$ cat src/regex_cfg.svh
`ifndef REGEX_CFG_SVH
`define REGEX_CFG_SVH

// Number of independent scan contexts kept in the store
`define REGEX_STREAMS 64

// Stream number carried with sop
`define REGEX_SID_W 6

// Matcher state, four states 0 to 3
`define REGEX_STATE_W 2

// Global hit counter
`define REGEX_COUNT_W 16

`endif

$ cat src/regex_pkg.sv
`default_nettype none

`include "regex_cfg.svh"

package regex_pkg;

   // Encoded matcher state, saved per stream
   typedef logic [`REGEX_STATE_W-1:0] dfa_state_t;

   // Nothing of the pattern seen yet
   localparam dfa_state_t ST_NONE = 2'd0;
   // Seen "d"
   localparam dfa_state_t ST_D    = 2'd1;
   // Seen "dn"
   localparam dfa_state_t ST_DN   = 2'd2;
   // Full "dns" just seen
   localparam dfa_state_t ST_DNS  = 2'd3;

   // Hit counter value
   typedef logic [`REGEX_COUNT_W-1:0] hit_count_t;

   // Packet framing states of the controller
   typedef enum logic [1:0] {IDLE, LOAD, SCAN, COMMIT} pkt_state_t;

endpackage

`default_nettype wire

$ cat src/scan_ctx_if.sv
`default_nettype none

`include "regex_cfg.svh"

interface scan_ctx_if import regex_pkg::*; ();

   // Controller strobes and latched packet attributes
   logic                    load_req;
   logic                    new_ctx;
   logic                    save_en;
   logic                    commit;
   logic                    scan_en;
   logic [`REGEX_SID_W-1:0] sid;
   // Payload bytes, already gated by scan_en
   logic [7:0]              char_byte;
   logic                    char_vld;
   // Store response
   dfa_state_t              restore_state;
   logic                    restore_vld;
   // Matcher output
   dfa_state_t              cur_state;
   logic                    accept;

   modport ctrl (output load_req, new_ctx, save_en, commit, scan_en, sid, char_byte, char_vld,
                 input restore_vld);
   modport store (input load_req, new_ctx, save_en, commit, sid, cur_state,
                  output restore_state, restore_vld);
   modport dfa (input char_byte, char_vld, restore_state, restore_vld,
                output cur_state, accept);
   // Read-only view for the hit counter
   modport mon (input load_req, save_en, commit, accept);

endinterface

`default_nettype wire

$ cat src/pkt_ctrl_fsm.sv
`default_nettype none

`include "regex_cfg.svh"

module pkt_ctrl_fsm
   import regex_pkg::*;
(
   input wire                    clk,
   input wire                    rst_n,
   input wire                    sop,
   input wire [`REGEX_SID_W-1:0] stream_id,
   input wire                    new_stream,
   input wire                    enable,
   input wire [7:0]              char_in,
   input wire                    char_vld,
   input wire                    eop,
   scan_ctx_if.ctrl              ctx
);

   pkt_state_t state;
   pkt_state_t state_nxt;

   always_comb
   begin
      state_nxt = state;
      case (state)
         IDLE:
         begin
            if (sop)
               state_nxt = LOAD;
         end
         // Wait here until the store hands back the stream context
         LOAD:
         begin
            if (ctx.restore_vld)
               state_nxt = SCAN;
         end
         SCAN:
         begin
            if (eop)
               state_nxt = COMMIT;
         end
         // Commit lasts exactly one cycle
         COMMIT:
            state_nxt = IDLE;
         default:
            state_nxt = IDLE;
      endcase
   end

   always_ff @(posedge clk)
   begin
      if (!rst_n)
      begin
         state        <= IDLE;
         ctx.load_req <= 1'b0;
      end
      else
      begin
         state        <= state_nxt;
         // Single pulse in the first LOAD cycle
         ctx.load_req <= (state == IDLE) && sop;
      end
   end

   // Packet attributes held for the whole packet
   always_ff @(posedge clk)
   begin
      if ((state == IDLE) && sop)
      begin
         ctx.sid     <= stream_id;
         ctx.new_ctx <= new_stream;
         ctx.save_en <= enable;
      end
   end

   assign ctx.scan_en   = (state == SCAN);
   assign ctx.commit    = (state == COMMIT);
   // Bytes outside SCAN never reach the matcher
   assign ctx.char_vld  = char_vld && ctx.scan_en;
   assign ctx.char_byte = char_in;

   // A new packet may only start once the previous one is committed
   sop_in_idle: assert property (@(posedge clk) disable iff (!rst_n) sop |-> state == IDLE);

   // Environment keeps a gap between the last byte and eop
   eop_no_byte: assert property (@(posedge clk) disable iff (!rst_n) !(eop && char_vld));

endmodule

`default_nettype wire

$ cat src/stream_ctx_store.sv
`default_nettype none

`include "regex_cfg.svh"

module stream_ctx_store
   import regex_pkg::*;
(
   input wire        clk,
   input wire        rst_n,
   scan_ctx_if.store ctx
);

   // One saved matcher state per stream
   dfa_state_t ctx_mem [`REGEX_STREAMS];

   // Restore path
   // New streams start from the cleared state and skip the memory
   always_ff @(posedge clk)
   begin
      if (ctx.load_req)
      begin
         if (ctx.new_ctx)
            ctx.restore_state <= ST_NONE;
         else
            ctx.restore_state <= ctx_mem[ctx.sid];
      end
   end

   // Valid follows load_req by one cycle
   always_ff @(posedge clk)
   begin
      if (!rst_n)
         ctx.restore_vld <= 1'b0;
      else
         ctx.restore_vld <= ctx.load_req;
   end

   // Save path
   // Only enabled packets write back their final state
   always_ff @(posedge clk)
   begin
      if (ctx.commit && ctx.save_en)
         ctx_mem[ctx.sid] <= ctx.cur_state;
   end

   // Restore and save belong to different packet phases
   no_restore_at_commit: assert property (@(posedge clk) disable iff (!rst_n)
      !(ctx.restore_vld && ctx.commit));

endmodule

`default_nettype wire

$ cat src/dns_dfa.sv
`default_nettype none

module dns_dfa
   import regex_pkg::*;
(
   input wire      clk,
   input wire      rst_n,
   scan_ctx_if.dfa ctx
);

   dfa_state_t step_state;

   // One transition of the "dns" matcher
   // Upper and lower case are folded by forcing bit 5 of the byte
   function automatic dfa_state_t dfa_step(dfa_state_t cur, logic [7:0] ch);
      logic [7:0] lc;
      dfa_state_t nxt;
      lc  = ch | 8'h20;
      nxt = ST_NONE;
      // A "d" always starts a fresh match
      if (lc == "d")
         nxt = ST_D;
      else
      begin
         case (cur)
            ST_D:
            begin
               if (lc == "n")
                  nxt = ST_DN;
            end
            ST_DN:
            begin
               if (lc == "s")
                  nxt = ST_DNS;
            end
            // From ST_DNS the search restarts
            default:
               nxt = ST_NONE;
         endcase
      end
      return nxt;
   endfunction

   assign step_state = dfa_step(ctx.cur_state, ctx.char_byte);

   always_ff @(posedge clk)
   begin
      if (!rst_n)
      begin
         ctx.cur_state <= ST_NONE;
         ctx.accept    <= 1'b0;
      end
      // Restored context wins over any byte in the same cycle
      else if (ctx.restore_vld)
      begin
         ctx.cur_state <= ctx.restore_state;
         ctx.accept    <= 1'b0;
      end
      else if (ctx.char_vld)
      begin
         ctx.cur_state <= step_state;
         // Accept pulses for one cycle as the state reaches "dns"
         ctx.accept    <= (step_state == ST_DNS);
      end
      else
      begin
         ctx.accept    <= 1'b0;
      end
   end

endmodule

`default_nettype wire

$ cat src/match_counter.sv
`default_nettype none

module match_counter
   import regex_pkg::*;
(
   input wire         clk,
   input wire         rst_n,
   scan_ctx_if.mon    ctx,
   output hit_count_t count,
   output logic       fired
);

   // fired is the speculative per-packet match flag
   // It only turns into a count on an enabled commit
   always_ff @(posedge clk)
   begin
      if (!rst_n)
      begin
         fired <= 1'b0;
      end
      else
      begin
         // New packet starts unmatched
         if (ctx.load_req)
            fired <= 1'b0;
         else if (ctx.accept)
            fired <= 1'b1;
         // Disabled packet drops its result
         else if (ctx.commit && !ctx.save_en)
            fired <= 1'b0;
      end
   end

   // One hit per packet however often the pattern occurs
   always_ff @(posedge clk)
   begin
      if (!rst_n)
         count <= '0;
      else if (ctx.commit && ctx.save_en)
         count <= count + hit_count_t'(fired);
   end

   // Count only moves on the edge that ends a commit cycle
   count_at_commit: assert property (@(posedge clk) disable iff (!rst_n)
      !ctx.commit |=> $stable(count));

endmodule

`default_nettype wire

$ cat src/regex_stream_top.sv
`default_nettype none

`include "regex_cfg.svh"

module regex_stream_top
   import regex_pkg::*;
(
   input wire                    clk,
   input wire                    rst_n,
   // Packet framing
   input wire                    sop,
   input wire [`REGEX_SID_W-1:0] stream_id,
   input wire                    new_stream,
   input wire                    enable,
   input wire                    eop,
   // Payload bytes
   input wire [7:0]              char_in,
   input wire                    char_vld,
   // Results
   output hit_count_t            count,
   output logic                  fired
);

   // Shared scan context bus between the four blocks
   scan_ctx_if ctx ();

   // Packet framing and strobe generation
   pkt_ctrl_fsm u_ctrl (
      .clk        (clk),
      .rst_n      (rst_n),
      .sop        (sop),
      .stream_id  (stream_id),
      .new_stream (new_stream),
      .enable     (enable),
      .char_in    (char_in),
      .char_vld   (char_vld),
      .eop        (eop),
      .ctx        (ctx)
   );

   // Per-stream saved matcher state
   stream_ctx_store u_store (
      .clk   (clk),
      .rst_n (rst_n),
      .ctx   (ctx)
   );

   // Byte-wide "dns" matcher
   dns_dfa u_dfa (
      .clk   (clk),
      .rst_n (rst_n),
      .ctx   (ctx)
   );

   // Match flag and hit count
   match_counter u_count (
      .clk   (clk),
      .rst_n (rst_n),
      .ctx   (ctx),
      .count (count),
      .fired (fired)
   );

endmodule

`default_nettype wire

$ cat config.mk
export PLATFORM = sky130hd
export DESIGN_NAME = regex_stream_top
export DESIGN_NICKNAME = d
export VERILOG_FILES = /design/src/regex_pkg.sv /design/src/scan_ctx_if.sv /design/src/pkt_ctrl_fsm.sv /design/src/stream_ctx_store.sv /design/src/dns_dfa.sv /design/src/match_counter.sv /design/src/regex_stream_top.sv
export VERILOG_INCLUDE_DIRS = /design/src
export SDC_FILE = /design/constraint.sdc
export NUM_CORES = 1
export LEC_CHECK = 0
export ABC_AREA = 1
export BUFFER_PORTS_ARGS = -buffer_cell sky130_fd_sc_hd__buf_4
export CORE_UTILIZATION = 61
export DETAILED_ROUTE_END_ITERATION = 16
export GPL_TIMING_DRIVEN = 0
export PLACE_DENSITY = 0.86
export SLEW_MARGIN = 20
export SYNTH_ARGS = -nofsm -noshare
export SYNTH_HDL_FRONTEND = slang
export SYNTH_SLANG_ARGS = --single-unit
$ cat constraint.sdc
create_clock -name clk -period 2.41 [get_ports clk]
set_input_delay 0 -clock clk [delete_from_list [all_inputs] [get_ports clk]]
set_output_delay 0 -clock clk [all_outputs]
set_load 0.01 [all_outputs]
==> metrics.md <==
| Metric | Value |
|---|---|
| Max-Slew Margin vs Limit | `0.489` |
| Part of the cycle the worst path needs | `1.00` |
| Fin. Hold Viols | `0` |
| Unrepaired setup endpoints after global routing | `yes` |
| Root Driver | `clkbuf_16` |
| Mapped Area | `0.00722 mm²` |
| Most frequent cells in the layout | `319 x nand2_1, 138 x edfxtp_1, 99 x nor2_1, 55 x inv_1, 42 x buf_4` |
| Htree depth | `4` |
| CP delay by family, top | `simple AND/OR/NAND/NOR gates` |
| Die Ht | `111 µm` |
| Slowest CP cell | `nand3_1` |
| Status | `complete, but fails checks` |
| Critical path arrival | `2.53 ns` |
| Core area | `0.0115 mm²` |
| Initial antenna violation count | `0` |
| Cells after DPL | `953` |
| Pin count of the biggest net entering global routing | `38` |
| Top post-synthesis cells by area | `edfxtp_1 57%, nand2_1 17%, dfxtp_1 6.7%` |
| Fin nets | `869` |
| Starting density of the core | `0.630` |
| Worst path max stage delay | `0.51 ns` |
| Fraction of layout cells with a size suffix above 1 | `0.122` |
| Final Instance Count excl. Fillers | `996` |
| Register bit count reported by yosys | `162` |
| Worst-Margin Slew | `0.766 ns` |
| Average wire per standard cell | `18.7 µm` |
| FP Rows | `39` |
| Startpoint types | `flip-flop` |
| Total routed wirelength | `18.7 mm` |
| Total grt overflow | `0` |
| Post-synth top area share | `0.574` |
| Failing checks | `setup timing` |
| Peak supply drop | `0.000606 V` |
| Critical setup path kind | `reg2reg` |
| Pwr dens | `846 mW/mm²` |
| Syn Area/Cell | `9.36 µm²` |
| Buf+Inv Stages, Crit Path | `2` |
| Final WS setup | `-0.00943 ns` |
| CTS tree | `built` |
| Fin. max-slew vios | `0` |
| Vias in the first global route | `5802` |
| FILL cells | `734` |
| Critical path endpoint category | `flip-flop` |
| Yosys warnings | `0` |
| Final setup viols | `2` |
| Netlist cell types | `30` |
| I/O Pins | `38` |
| Fmax | `413 MHz` |
| Post-Route Skew | `0.00723 ns` |
| Crit-path cells | `ha_1 > nand2_1 > inv_1 > buf_2 > nand3_1 > nor2_1` |
| Area Overhead vs Synth | `17.3%` |
| Yosys top cell by area | `edfxtp_1` |
| First-pass GRT wire length | `29.5 mm` |
| I/O Buffers | `36` |
| Maximum root-to-sink buffer count | `2` |
| Post-layout min period | `2.42 ns` |
| Die outline width | `111 µm` |
| Critical Path Fanout Max | `10` |
| CTS sink cnt | `162` |
| Initial DRC count | `706` |
| DR DRC count | `0` |
| Worst skew pair latency | `0.42 ns` |
| Pre-CTS WS | `0.0858 ns` |
| Placer Congestion | `0.925` |
| Clock-pin slew on the worst setup and hold paths | `0.06 ns` |
| Leakage power | `3.50 nW` |
| Min-delay worst type | `in2reg` |
| Vias per inst | `5.88` |
| Share of the yosys chip area belonging to registers | `0.640` |
| Drt first pass iters | `6` |
| Die area | `0.0123 mm²` |
| Ant diodes | `0` |
| Inserted Clock Buffers | `17` |
| Vias | `5859` |
| Detail Route Antenna Nets | `0` |
| Post-Synthesis Cells | `772` |
| Hpwl dp | `11.7 mm` |
| Max-cap viol count | `0` |
| Most common cell after layout, fill and taps aside | `nand2_1` |
| GR Util All Layers | `0.319` |
| Syn nets | `801` |
| Worst EP required | `2.52 ns` |
## path summary, 6_finish.rpt
| path | slack, ns | startpoint | cells after the start | end |
|---|---|---|---|---|
| worst min-delay path | 0.03 | char_in[3] | 6 | u_dfa.ctx.accept$_SDFF_PP0_ |
| worst max register to register | -0.009 | u_ctrl.state[0]$_SDFFE_PN0P_ | 6 | u_store.ctx_mem[52][1]$_DFFE_PP_ |
| worst min register to register | 0.48 | u_ctrl.ctx.load_req$_SDFF_PN0_ | 2 | u_store.ctx.restore_vld$_SDFF_PN0_ |
| worst max-delay path | -0.009 | u_ctrl.state[0]$_SDFFE_PN0P_ | 6 | u_store.ctx_mem[52][1]$_DFFE_PP_ |
## cells in the mapped netlist
cell      instances
a211oi_1          1
a21oi_1          11
a31oi_1           3
buf_1             1
buf_2            11
buf_4             6
clkbuf_1          5
clkinv_1          1
dfxtp_1          24
edfxtp_1        138
ha_1              8
inv_1            55
inv_2             3
nand2_1         319
nand3_1          23
nand3b_1          1
nand4_1           3
nor2_1          100
nor2_2            4
nor3_1           14
nor3b_1           1
nor4_1            1
nor4_2            2
o211ai_1          8
o21ai_0          18
o21ai_1           1
o21bai_1          1
o221ai_1          1
or2_2             6
xnor2_1           2
## metrics by stage
| stage | total power [mW] | hold slack, ns | area [µm²] | utilization | TNS [ns] |
|---|---|---|---|---|---|
| finish | 7.17 | 0.0274 | 8470 | 0.739 | -0.0188 |
| global route | 7.37 | 0.0576 | 8470 | 0.739 | -1.48 |
| CTS | 7.11 | 0.00703 | 8460 | 0.738 | 0 |
| detailed placement | 4.32 | 0.180 | 7730 | 0.674 | 0 |
| global placement | 4.26 | 0.178 | 7670 | 0.669 | -1.09 |
| floorplan | 3.93 | 0.0989 | 7220 | - | 0 |
## flip-flops by register name (all words and copies together), names as in the netlist, 2 cells and up
| register | cells |
|---|---|
| u_store.ctx_mem | 128 |
| u_ctrl.ctx.sid | 6 |
| u_store.ctx.restore_state | 2 |
| u_count.count | 16 |
| u_ctrl.state | 2 |
| u_dfa.ctx.cur_state | 2 |
## repair_timing
action                                 CTS  global route
hold buffers                            11             0
buffers inserted                         0             0
setup endpoints to repair                0            60
endpoints found under the hold margin   14             0
resized for setup                        0             3
## power breakdown
part | leakage, nW | switching, mW | internal, mW | total (mW)
combinational | 1.75 | 0.823 | 0.327 | 1.15
clock | 0.279 | 1.08 | 1.74 | 2.82
sequential | 1.47 | 0.0810 | 3.12 | 3.20
## worst min-delay path, delay by kind of cell
family | cells | cell delay (ns)
simple gates | 5 | 0.30
buf+inv | 1 | 0.09
## layer usage
layer / track usage / part of all wire
met5: 0 / 0
met4: 0.166 / 0.041
met3: 0.0716 / 0.12
met2: 0.525 / 0.48
met1: 0.398 / 0.36
## cell type report
type	count	area (µm²)	share of cell area
Sequential cell	162	4630	0.546
Multi-Input combinational cell	528	2270	0.268
Clock buffer	20	437	0.0515
Timing Repair Buffer	49	435	0.0514
Inverter	59	221	0.0261
Clock inverter	12	183	0.0216
Tap cell	143	179	0.0211
Buffer	23	123	0.0145
## cells by family (layout without fill, tap and decap cells)
| kind of cell | Yosys count | after routing | synth area share |
|---|---|---|---|
| buffers and inverters | 82 | 163 | 0.0476 |
| and+or+nand+nor | 474 | 474 | 0.261 |
| adders and majority gates | 8 | 8 | 0.0139 |
| DFF | 162 | 162 | 0.640 |
| AOI/OAI and AO/OA | 44 | 44 | 0.0350 |
| xor gates and xnor gates | 2 | 2 | 0.00243 |
(Power assumes the default switching activity.)
